[src/source/rv_front_pkg.sv]
package rv_front_pkg;

   // one code per decoded operation
   typedef enum logic [5:0] {
      // rv32i upper immediates and jumps
      op_lui,
      op_auipc,
      op_jal,
      op_jalr,
      // branches
      op_beq, op_bne, op_blt, op_bge, op_bltu, op_bgeu,
      // loads and stores
      op_lb, op_lh, op_lw, op_lbu, op_lhu,
      op_sb, op_sh, op_sw,
      // register-immediate alu
      op_addi, op_slti, op_sltiu, op_xori, op_ori, op_andi,
      op_slli, op_srli, op_srai,
      // register-register alu
      op_add, op_sub, op_sll, op_slt, op_sltu,
      op_xor, op_srl, op_sra, op_or, op_and,
      // rv32m
      op_mul, op_mulh, op_mulhsu, op_mulhu,
      op_div, op_divu, op_rem, op_remu,
      // rv32f
      op_flw, op_fsw,
      op_fadd, op_fsub, op_fmul, op_fdiv, op_fsqrt,
      op_fsgnj, op_fsgnjn, op_fsgnjx,
      op_fcvtws, op_fmvxw, op_feq, op_fle, op_fcvtsw, op_fmvwx,
      // anything not matched above
      op_illegal
   } op_e;

   // fetch stage to decoder
   typedef struct packed {
      logic [31:0] pc;
      logic [31:0] instr;
   } fetch_t;

   // decoder to operand read
   typedef struct packed {
      logic [31:0] pc;
      op_e         op;
      logic [4:0]  rd;
      logic [4:0]  rs1;
      logic [4:0]  rs2;
      logic [31:0] imm;
   } dec_t;

   // issue packet leaving the front end
   typedef struct packed {
      logic [31:0] pc;
      op_e         op;
      logic [4:0]  rd;
      logic [31:0] imm;
      logic [31:0] rs1_val;
      logic [31:0] rs2_val;
   } issue_t;

   // writeback into the integer register file
   typedef struct packed {
      logic [4:0]  rd;
      logic [31:0] data;
   } wb_t;

endpackage

[src/source/fetch_stage.sv]
`timescale 1ns/100ps

module fetch_stage import rv_front_pkg::*; #(
   parameter logic [31:0] reset_pc = 32'h0000_0000
) (
   input  logic        clk,
   input  logic        arst_n,
   input  logic        instr_valid,
   input  logic [31:0] instr_raw,
   input  logic        redirect_valid,
   input  logic [31:0] redirect_pc,
   output logic        fetch_valid,
   output fetch_t      fetch
);

   logic [31:0] next_pc;
   logic [31:0] cur_pc;

   // redirect wins over the running pc, also for a word in the same cycle
   assign cur_pc = redirect_valid ? redirect_pc : next_pc;

   always_ff @(posedge clk or negedge arst_n) begin
      if (!arst_n) begin
         next_pc     <= reset_pc;
         fetch_valid <= 1'b0;
      end else begin
         fetch_valid <= instr_valid;
         if (instr_valid) begin
            next_pc <= cur_pc + 32'd4;
         end else begin
            next_pc <= cur_pc;
         end
      end
   end

   always_ff @(posedge clk) begin
      if (instr_valid) begin
         fetch.pc    <= cur_pc;
         fetch.instr <= instr_raw;
      end
   end

endmodule

[src/source/instr_decoder.sv]
`timescale 1ns/100ps

module instr_decoder import rv_front_pkg::*; #(
   parameter bit has_fpu = 1'b1
) (
   input  logic   clk,
   input  logic   arst_n,
   input  logic   fetch_valid,
   input  fetch_t fetch,
   output logic   dec_valid,
   output dec_t   dec
);

   localparam logic [6:0] opc_lui    = 7'b0110111;
   localparam logic [6:0] opc_auipc  = 7'b0010111;
   localparam logic [6:0] opc_jal    = 7'b1101111;
   localparam logic [6:0] opc_jalr   = 7'b1100111;
   localparam logic [6:0] opc_branch = 7'b1100011;
   localparam logic [6:0] opc_load   = 7'b0000011;
   localparam logic [6:0] opc_store  = 7'b0100011;
   localparam logic [6:0] opc_imm    = 7'b0010011;
   localparam logic [6:0] opc_reg    = 7'b0110011;
   localparam logic [6:0] opc_fload  = 7'b0000111;
   localparam logic [6:0] opc_fstore = 7'b0100111;
   localparam logic [6:0] opc_fp     = 7'b1010011;

   localparam logic [6:0] f7_base = 7'b0000000;
   localparam logic [6:0] f7_alt  = 7'b0100000;
   localparam logic [6:0] f7_mul  = 7'b0000001;

   logic [31:0] ins;
   logic [6:0]  opcode;
   logic [2:0]  funct3;
   logic [6:0]  funct7;
   logic [4:0]  rs2_f;
   logic        r_type, i_type, s_type, b_type, u_type, j_type;
   op_e         op_c;
   logic [31:0] imm_c;

   assign ins    = fetch.instr;
   assign opcode = ins[6:0];
   assign funct3 = ins[14:12];
   assign funct7 = ins[31:25];
   assign rs2_f  = ins[24:20];

   // f opcodes count as unknown formats without an fpu
   assign r_type = opcode == opc_reg || (has_fpu && opcode == opc_fp);
   assign i_type = opcode == opc_jalr || opcode == opc_load || opcode == opc_imm
                   || (has_fpu && opcode == opc_fload);
   assign s_type = opcode == opc_store || (has_fpu && opcode == opc_fstore);
   assign b_type = opcode == opc_branch;
   assign u_type = opcode == opc_lui || opcode == opc_auipc;
   assign j_type = opcode == opc_jal;

   always_comb begin
      op_c = op_illegal;
      case (opcode)
         opc_lui:   op_c = op_lui;
         opc_auipc: op_c = op_auipc;
         opc_jal:   op_c = op_jal;
         opc_jalr:  if (funct3 == 3'b000) op_c = op_jalr;
         opc_branch: begin
            case (funct3)
               3'b000:  op_c = op_beq;
               3'b001:  op_c = op_bne;
               3'b100:  op_c = op_blt;
               3'b101:  op_c = op_bge;
               3'b110:  op_c = op_bltu;
               3'b111:  op_c = op_bgeu;
               default: op_c = op_illegal;
            endcase
         end
         opc_load: begin
            case (funct3)
               3'b000:  op_c = op_lb;
               3'b001:  op_c = op_lh;
               3'b010:  op_c = op_lw;
               3'b100:  op_c = op_lbu;
               3'b101:  op_c = op_lhu;
               default: op_c = op_illegal;
            endcase
         end
         opc_store: begin
            case (funct3)
               3'b000:  op_c = op_sb;
               3'b001:  op_c = op_sh;
               3'b010:  op_c = op_sw;
               default: op_c = op_illegal;
            endcase
         end
         opc_imm: begin
            case (funct3)
               3'b000: op_c = op_addi;
               3'b010: op_c = op_slti;
               3'b011: op_c = op_sltiu;
               3'b100: op_c = op_xori;
               3'b110: op_c = op_ori;
               3'b111: op_c = op_andi;
               3'b001: if (funct7 == f7_base) op_c = op_slli;
               // shift right, funct7 picks logical or arithmetic
               3'b101: begin
                  if (funct7 == f7_base) op_c = op_srli;
                  else if (funct7 == f7_alt) op_c = op_srai;
               end
               default: op_c = op_illegal;
            endcase
         end
         opc_reg: begin
            case ({funct7, funct3})
               {f7_base, 3'b000}: op_c = op_add;
               {f7_alt,  3'b000}: op_c = op_sub;
               {f7_base, 3'b001}: op_c = op_sll;
               {f7_base, 3'b010}: op_c = op_slt;
               {f7_base, 3'b011}: op_c = op_sltu;
               {f7_base, 3'b100}: op_c = op_xor;
               {f7_base, 3'b101}: op_c = op_srl;
               {f7_alt,  3'b101}: op_c = op_sra;
               {f7_base, 3'b110}: op_c = op_or;
               {f7_base, 3'b111}: op_c = op_and;
               {f7_mul,  3'b000}: op_c = op_mul;
               {f7_mul,  3'b001}: op_c = op_mulh;
               {f7_mul,  3'b010}: op_c = op_mulhsu;
               {f7_mul,  3'b011}: op_c = op_mulhu;
               {f7_mul,  3'b100}: op_c = op_div;
               {f7_mul,  3'b101}: op_c = op_divu;
               {f7_mul,  3'b110}: op_c = op_rem;
               {f7_mul,  3'b111}: op_c = op_remu;
               default:           op_c = op_illegal;
            endcase
         end
         opc_fload:  if (has_fpu && funct3 == 3'b010) op_c = op_flw;
         opc_fstore: if (has_fpu && funct3 == 3'b010) op_c = op_fsw;
         opc_fp: begin
            if (has_fpu) begin
               case ({funct7, funct3})
                  {7'b0000000, 3'b000}: op_c = op_fadd;
                  {7'b0000100, 3'b000}: op_c = op_fsub;
                  {7'b0001000, 3'b000}: op_c = op_fmul;
                  {7'b0001100, 3'b000}: op_c = op_fdiv;
                  {7'b0010000, 3'b000}: op_c = op_fsgnj;
                  {7'b0010000, 3'b001}: op_c = op_fsgnjn;
                  {7'b0010000, 3'b010}: op_c = op_fsgnjx;
                  {7'b1010000, 3'b010}: op_c = op_feq;
                  {7'b1010000, 3'b000}: op_c = op_fle;
                  // single-operand forms need rs2 zero
                  {7'b0101100, 3'b000}: if (rs2_f == 5'd0) op_c = op_fsqrt;
                  {7'b1100000, 3'b000}: if (rs2_f == 5'd0) op_c = op_fcvtws;
                  {7'b1110000, 3'b000}: if (rs2_f == 5'd0) op_c = op_fmvxw;
                  {7'b1101000, 3'b000}: if (rs2_f == 5'd0) op_c = op_fcvtsw;
                  {7'b1111000, 3'b000}: if (rs2_f == 5'd0) op_c = op_fmvwx;
                  default:              op_c = op_illegal;
               endcase
            end
         end
         default: op_c = op_illegal;
      endcase
   end

   // every format sign-extends from bit 31
   always_comb begin
      if (i_type) imm_c = {{20{ins[31]}}, ins[31:20]};
      else if (s_type) imm_c = {{20{ins[31]}}, ins[31:25], ins[11:7]};
      else if (b_type) imm_c = {{19{ins[31]}}, ins[31], ins[7], ins[30:25], ins[11:8], 1'b0};
      else if (u_type) imm_c = {ins[31:12], 12'b0};
      else if (j_type) imm_c = {{11{ins[31]}}, ins[31], ins[19:12], ins[20], ins[30:21], 1'b0};
      else imm_c = 32'd0;
   end

   always_ff @(posedge clk or negedge arst_n) begin
      if (!arst_n) begin
         dec_valid <= 1'b0;
      end else begin
         dec_valid <= fetch_valid;
      end
   end

   always_ff @(posedge clk) begin
      if (fetch_valid) begin
         dec.pc  <= fetch.pc;
         dec.op  <= op_c;
         dec.rd  <= (r_type || i_type || u_type || j_type) ? ins[11:7] : 5'd0;
         dec.rs1 <= (r_type || i_type || s_type || b_type) ? ins[19:15] : 5'd0;
         dec.rs2 <= (r_type || s_type || b_type) ? rs2_f : 5'd0;
         dec.imm <= imm_c;
      end
   end

endmodule

[src/source/operand_read.sv]
`timescale 1ns/100ps

module operand_read import rv_front_pkg::*; (
   input  logic   clk,
   input  logic   arst_n,
   input  logic   dec_valid,
   input  dec_t   dec,
   input  logic   wb_valid,
   input  wb_t    wb,
   output logic   issue_valid,
   output issue_t issue
);

   // x0 is not stored
   logic [31:0] regs [1:31];
   logic [4:0]  rd_addr [2];
   logic [31:0] rd_data [2];

   always_ff @(posedge clk or negedge arst_n) begin
      if (!arst_n) begin
         for (int i = 1; i < 32; i++) begin
            regs[i] <= 32'd0;
         end
      end else if (wb_valid && wb.rd != 5'd0) begin
         regs[wb.rd] <= wb.data;
      end
   end

   assign rd_addr[0] = dec.rs1;
   assign rd_addr[1] = dec.rs2;

   // two read ports, same-cycle writeback bypassed
   always_comb begin
      for (int p = 0; p < 2; p++) begin
         if (rd_addr[p] == 5'd0) begin
            rd_data[p] = 32'd0;
         end else if (wb_valid && wb.rd == rd_addr[p]) begin
            rd_data[p] = wb.data;
         end else begin
            rd_data[p] = regs[rd_addr[p]];
         end
      end
   end

   always_ff @(posedge clk or negedge arst_n) begin
      if (!arst_n) begin
         issue_valid <= 1'b0;
      end else begin
         issue_valid <= dec_valid;
      end
   end

   always_ff @(posedge clk) begin
      if (dec_valid) begin
         issue.pc      <= dec.pc;
         issue.op      <= dec.op;
         issue.rd      <= dec.rd;
         issue.imm     <= dec.imm;
         issue.rs1_val <= rd_data[0];
         issue.rs2_val <= rd_data[1];
      end
   end

endmodule

[src/source/rv_front_top.sv]
`timescale 1ns/100ps

module rv_front_top import rv_front_pkg::*; #(
   parameter logic [31:0] reset_pc = 32'h0000_0000,
   parameter bit          has_fpu  = 1'b1
) (
   input  logic        clk,
   input  logic        arst_n,
   input  logic        instr_valid,
   input  logic [31:0] instr_raw,
   input  logic        redirect_valid,
   input  logic [31:0] redirect_pc,
   input  logic        wb_valid,
   input  wb_t         wb,
   output logic        issue_valid,
   output issue_t      issue
);

   logic   fetch_valid;
   fetch_t fetch;
   logic   dec_valid;
   dec_t   dec;

   fetch_stage #(
      .reset_pc(reset_pc)
   ) u_fetch (
      .clk            (clk),
      .arst_n         (arst_n),
      .instr_valid    (instr_valid),
      .instr_raw      (instr_raw),
      .redirect_valid (redirect_valid),
      .redirect_pc    (redirect_pc),
      .fetch_valid    (fetch_valid),
      .fetch          (fetch)
   );

   instr_decoder #(
      .has_fpu(has_fpu)
   ) u_decode (
      .clk         (clk),
      .arst_n      (arst_n),
      .fetch_valid (fetch_valid),
      .fetch       (fetch),
      .dec_valid   (dec_valid),
      .dec         (dec)
   );

   operand_read u_operand (
      .clk         (clk),
      .arst_n      (arst_n),
      .dec_valid   (dec_valid),
      .dec         (dec),
      .wb_valid    (wb_valid),
      .wb          (wb),
      .issue_valid (issue_valid),
      .issue       (issue)
   );

endmodule

[config.mk]
export PLATFORM = sky130hd
export DESIGN_NAME = rv_front_top
export DESIGN_NICKNAME = d
export VERILOG_FILES = /design/src/source/rv_front_pkg.sv /design/src/source/fetch_stage.sv /design/src/source/instr_decoder.sv /design/src/source/operand_read.sv /design/src/source/rv_front_top.sv
export SDC_FILE = /design/constraint.sdc
export NUM_CORES = 2
export LEC_CHECK = 0
export ABC_CLOCK_PERIOD_IN_PS = 4920
export BUFFER_PORTS_ARGS = -buffer_cell sky130_fd_sc_hd__buf_2
export CORE_AREA = 2 2 335 337
export CTS_CLUSTER_DIAMETER = 150
export DETAILED_ROUTE_END_ITERATION = 6
export DIE_AREA = 0 0 337 339
export HOLD_SLACK_MARGIN = 0.08
export PLACE_DENSITY = 0.77
export SLEW_MARGIN = 20
export SYNTH_ARGS = -nofsm -noshare
export SYNTH_HDL_FRONTEND = slang
export SYNTH_SLANG_ARGS = --single-unit
export TNS_END_PERCENT = 1
[constraint.sdc]
create_clock -name clk -period 4.92 [get_ports clk]
set_clock_uncertainty 0.2 [all_clocks]
set_input_delay 0.984 -clock clk [delete_from_list [all_inputs] [get_ports clk]]
set_output_delay 0.984 -clock clk [all_outputs]
set_load 0.02 [all_outputs]
## Yosys cells after proc, flatten, opt, wreduce, memory -nomap -nowiden

Cells that the tools add are included.

- Output and inout port bits: 140
- Register bits: 1315
- Logic and storage cells: 169
- Bits of input ports: 106

- Bitwise logic cells: 3
- Equal/unequal tests: 52
- Reduce and logical (&&, ||, !) cells: 24
- $lt $le $gt $ge: 4
- Add/subtract/negate cells: 1
- Multiplexer cells: 36

Operators by type and width:

| kind | count |
|---|---|
| 992-bit bitwise mux | 1 |
| 32-bit two-way mux | 14 |
| 32-bit binary-select mux with 5-bit select | 2 |
| 32-bit demux with 5-bit select | 1 |
| 6-bit one-hot mux with 18 select lines | 1 |
| 6-bit one-hot mux with 14 select lines | 1 |
| 10-bit by 4-bit == test with 1-bit output (second input constant) | 8 |
| 6-bit one-hot mux with 12 select lines | 1 |
| 10-bit == test (second input constant) | 6 |
| 6-bit one-hot mux with 8 select lines | 1 |
| 10-bit by 3-bit == test with 1-bit output (second input constant) | 4 |
| 6-bit one-hot mux with 6 select lines | 1 |
| 7-bit by 6-bit == test with 1-bit output (second input constant) | 5 |
| 32-bit by 3-bit adder with 32-bit output (second input constant) | 1 |
| 10-bit by 8-bit == test with 1-bit output (second input constant) | 3 |
| 10-bit by 9-bit == test with 1-bit output (second input constant) | 3 |
| 6-bit one-hot mux with 5 select lines | 1 |
| 7-bit == test (second input constant) | 4 |
| 6-bit two-way mux | 4 |
| 10-bit by 2-bit == test with 1-bit output (second input constant) | 2 |
| 10-bit by 7-bit == test with 1-bit output (second input constant) | 2 |
| 6-bit >= comparator (second input constant) | 3 |
| 5-bit inverter with 6-bit output | 3 |
| 6-bit one-hot mux with 3 select lines | 1 |
| 21 further kinds | 47 |

## Logic depth before layout (Yosys ltp)

- Depth in word-level cells: 7
- Mapped depth: 11
- Mapped depth without buffers: 7

## Modules after synthesis

Synthesis repeated with hierarchy kept, for this count alone.

- Cell total of the unflattened synthesis: 4501
- Area total of the unflattened synthesis: 66904.2 sq um

Modules (own cells, without submodules):

| module | sequential area each (sq um) | area an instance (sq um) | times used | cells an instance |
|---|---|---|---|---|
| operand_read | 29022.8 | 58374.7 | 1 | 3834 |
| instr_decoder | 2577.5 | 4388.0 | 1 | 390 |
| fetch_stage | 2747.6 | 4141.5 | 1 | 277 |

## Least setup slack after synthesis

OpenSTA, ideal clock, no wires.

- Kind: register to register
- From: register u_decode.dec_valid
- To: register u_operand.issue[0] (netlist name)
- Arrival time: 3.120 ns
- Path buffers: 0
- Library setup time: 0.499 ns
- Cell stages (with the launch flop): 1
- Path slack: 1.100 ns
- Required time: 4.221 ns
- Period minus slack after synthesis: 3.820 ns
- Cell sequence: dfrtp_1

RTL lines:

| what | line | text |
|---|---|---|
| from (decl) | instr_decoder.sv:10 | `output logic dec_valid,` |
| from (signal assigned) | instr_decoder.sv:173 | `dec_valid <= fetch_valid;` |

No word-level cell between the ends.

## Worst setup path in the final report

- From: register u_decode.dec[39] (netlist name)
- To: register u_operand.issue[60] (netlist name)

- Cells in the longest elaborated chain, start to end: 5
- Elaborated cells between the ends (all ways): 8
- Those cells by class: eq/ne (1); mux (4); bitwise (1); reduce/logical (2)

RTL lines:

| what | line | text |
|---|---|---|
| 5-bit inverter with 6-bit output (implied by the code) | operand_read.sv:40 | `rd_data[p] = regs[rd_addr[p]];` |
| 32-bit binary-select mux with 5-bit select | operand_read.sv:40 |  |
| 32-bit two-way mux (implied by the code) (2 in a row) | operand_read.sv:40 |  |
| 32-bit two-way mux | operand_read.sv:37 | `end else if (wb_valid && wb.rd == rd_addr[p]) begin` |

Several ways; a longest one is shown, not always the timed one. The select of a mux whose other input is x is not followed.
A chain may end at the register's enable or synchronous reset.

==> impl_metrics.json <==
{
  "async_flop_share_pct": 78.10,
  "yosysTopAreaCell": "dfrtp_1",
  "rows": 122,
  "vias_per_cell": 6.972,
  "synthTopCellsByArea": "dfrtp_1, mux2_2, mux4_2",
  "start_util_pct": 59.87,
  "rsz0062_at_grt": "no",
  "place_inst": 5870,
  "cts_buffer_depth": 3,
  "syn_inst": 4449,
  "worstPathCellList": "xor2_1, nor4_1, nand3_2, buf_4, and3b_2, a22oi_1, nand2_1",
  "avgSynthCellArea_um2": 14.85,
  "routed-via-count": 42779,
  "grt_pass1_vias": 43928,
  "cts_buffers": 142,
  "timing.fmax_mhz": 280.3,
  "area_growth_pct": 11.53,
  "ys_ff_latch": 1315,
  "cts.repair.resized": 0,
  "hold_viol": 0,
  "setup_viol": 0,
  "post_route_cells_drive_above_1_share_pct": 47.11,
  "clock-sinks": 1315,
  "yosysUniqueCellTypes": 79,
  "synth_top_area_share_pct": 38.89,
  "first_pass_iters": 6,
  "synth-warning-count": 0,
  "hp-class": "input port to async pin",
  "wl_um": 189500,
  "grt_overflow": 0,
  "grt_max_degree": 108,
  "setup.worst_path.end_class": "flop",
  "fin_cells": 6136,
  "slowest_delay_ns": 1.00,
  "io_buffers": 245,
  "synth_most_common_cell": "mux2_2",
  "cp.required_ns": 5.34,
  "path_clk_slew_ns": 0.06,
  "multi_input_comb_area_um2": 29820,
  "grt_pass1_wl_um": 284800,
  "die_h_um": 339,
  "cts-root-buf": "clkbuf_16",
  "outcome": "finished, final reports clean",
  "power.leakage_nw": 31.08,
  "slowest_stage": "edfxtp_1",
  "ys.flop_type": "dfrtp_1",
  "routedWlPerCell_um": 30.89,
  "report.final.slew_viol_count": 0,
  "hold_slack_ns": 0.07944,
  "crit_type": "flop to flop",
  "ctsHoldBuffers": 0,
  "wl_met3_um": 17870,
  "ios": 246,
  "clk_latency_ns": 0.77,
  "register_area_um2": 34360,
  "p_per_area_nw_per_um2": 423.5,
  "syn_area_um2": 66070,
  "yosysSeqAreaShare_pct": 51.98,
  "ant_nets": 0,
  "wl_met2_um": 89980,
  "final_util_pct": 66.77,
  "die_w_um": 337,
  "arrival_ns": 3.99,
  "fin_setup_tns_ns": 0,
  "gp_congestion": 0.8915,
  "r2r_slack_ns": 1.35,
  "dp_hpwl_um": 114600,
  "dieArea_um2": 114200,
  "synth-edff-count": 288,
  "period_share_pct": 72.52,
  "slew_headroom_pct": 21.89,
  "core_area_um2": 110400,
  "htreeDepth": 4,
  "track_usage_pct": 33.67,
  "drc": 0,
  "crit_buf_inv": 1,
  "fill_cells": 7598,
  "drt_first_iter_violations": 4417,
  "nNetsFinal": 4633,
  "top_layer": "met5",
  "cp_max_fo": 39,
  "tightest_slew_ns": 1.172,
  "cp_top_family": "simple AND/OR/NAND/NOR gates",
  "antenna_found_initial": 10,
  "met1_length_um": 71600,
  "fin_crit_ns": 3.568,
  "vdd_ir_drop_max_v": 0.0003552,
  "tritoncts": "yes",
  "setup.worst_path.start_class": "flop",
  "synthesis.nets": 4556,
  "synth_common_cells": "mux2_2, dfrtp_1, mux4_2",
  "drv_cap": 0,
  "post_cts_buffers": 0
}
## metrics by stage
step           setup WS, ns  power [W]  cell area [um2]
6_report              1.352    0.03121            73690
5_1_grt               1.198    0.03234            73690
4_1_cts               1.431    0.03125            73680
3_5_place_dp          1.195    0.02022            68840
3_3_place_gp          1.218    0.01991            68830
2_1_floorplan         1.100    0.01841            66070
## final cells by class
cell class                      count  area share (%)
Antenna cell                        4         0.01358
Clock buffer                      215           5.793
Clock inverter                     47          0.7725
Inverter                           23          0.1172
Multi-Input combinational cell   2670           40.46
Sequential cell                  1315           46.62
Tap cell                         1488           2.526
Timing Repair Buffer              374           3.698
## worst reg2reg max path, stage by stage (launching register included)
cell	delay (ns)
edfxtp_1	1.00
xor2_1	0.23
nor4_1	0.10
nand3_2	0.11
buf_4	0.56
and3b_2	0.90
a22oi_1	0.19
nand2_1	0.14
## routing by layer
| layer | global-route usage, % | vias to the layer above |
|---|---|---|
| li1 | - | 17330 |
| met3 | 7.763 | 602 |
| met1 | 44.87 | 22489 |
| met4 | 16.48 | 8 |
| met2 | 52.48 | 2350 |
| met5 | 0 | - |
## worst paths after layout
path,from,cells after the start,end
worst max-delay path,u_decode.dec[39]$_SDFFCE_PN0P_,7,u_operand.issue[60]$_SDFFCE_PN0P_
worst min-delay path,arst_n,1,u_operand.regs[545]$_DFFE_PN0P_
worst max register to register,u_decode.dec[39]$_SDFFCE_PN0P_,7,u_operand.issue[60]$_SDFFCE_PN0P_
worst min register to register,u_decode.dec[7]$_DFFE_PP_,0,u_operand.issue[71]$_DFFE_PP_
max in group asynchronous,arst_n,4,u_operand.regs[457]$_DFFE_PN0P_
min in group clk,instr_raw[25],1,u_fetch.fetch[25]$_DFFE_PP_
## logic make-up (layout without fill, tap and decap cells)
kind of cell,count (synthesis),after routing,share of synthesized area (%)
adder cells (fa/ha/maj),1,1,0.01893
other,0,4,0
buffers and inverters,464,659,3.246
multiplexers,1613,1613,35.07
AO/OA/AOI/OAI,457,457,5.022
XOR/XNOR,42,42,0.5567
AND/OR/NAND/NOR,557,557,4.107
flip-flops,1315,1315,51.98
## cells in the final DEF, fill, tap and decap left out, types with 47 or more instances in the layout
master     Yosys  routed
mux2i_1       85      85
edfxtp_1     288     288
nor2_1       134     118
buf_2        138     244
nor3_1        56      56
clkbuf_16      0     151
o21ai_0       47      47
nand2_1      158     142
mux2_2      1066    1066
buf_4         22      87
dfrtp_1     1027    1025
a21oi_1       71      70
mux4_2       454     454
a22oi_1       78      78
## flip-flops by register name, summed over array words and instances (netlist names)
name and flops:
u_operand.regs 992, u_operand.issue 139, u_decode.dec 85, u_fetch.fetch 64, u_fetch.next_pc 32, u_decode.dec_valid 1, u_fetch.fetch_valid 1, u_operand.issue_valid 1
## where the power goes
| group | leakage, nW | switching (W) | total, W | internal [W] |
|---|---|---|---|---|
| sequential | 15.9 | 0.00141 | 0.0145 | 0.0130 |
| combinational | 12.8 | 0.00244 | 0.00570 | 0.00325 |
| clock | 2.38 | 0.00443 | 0.0111 | 0.00662 |
| total | 31.1 | 0.00828 | 0.0312 | 0.0229 |
Note: power is estimated with default switching activity, not from simulation.
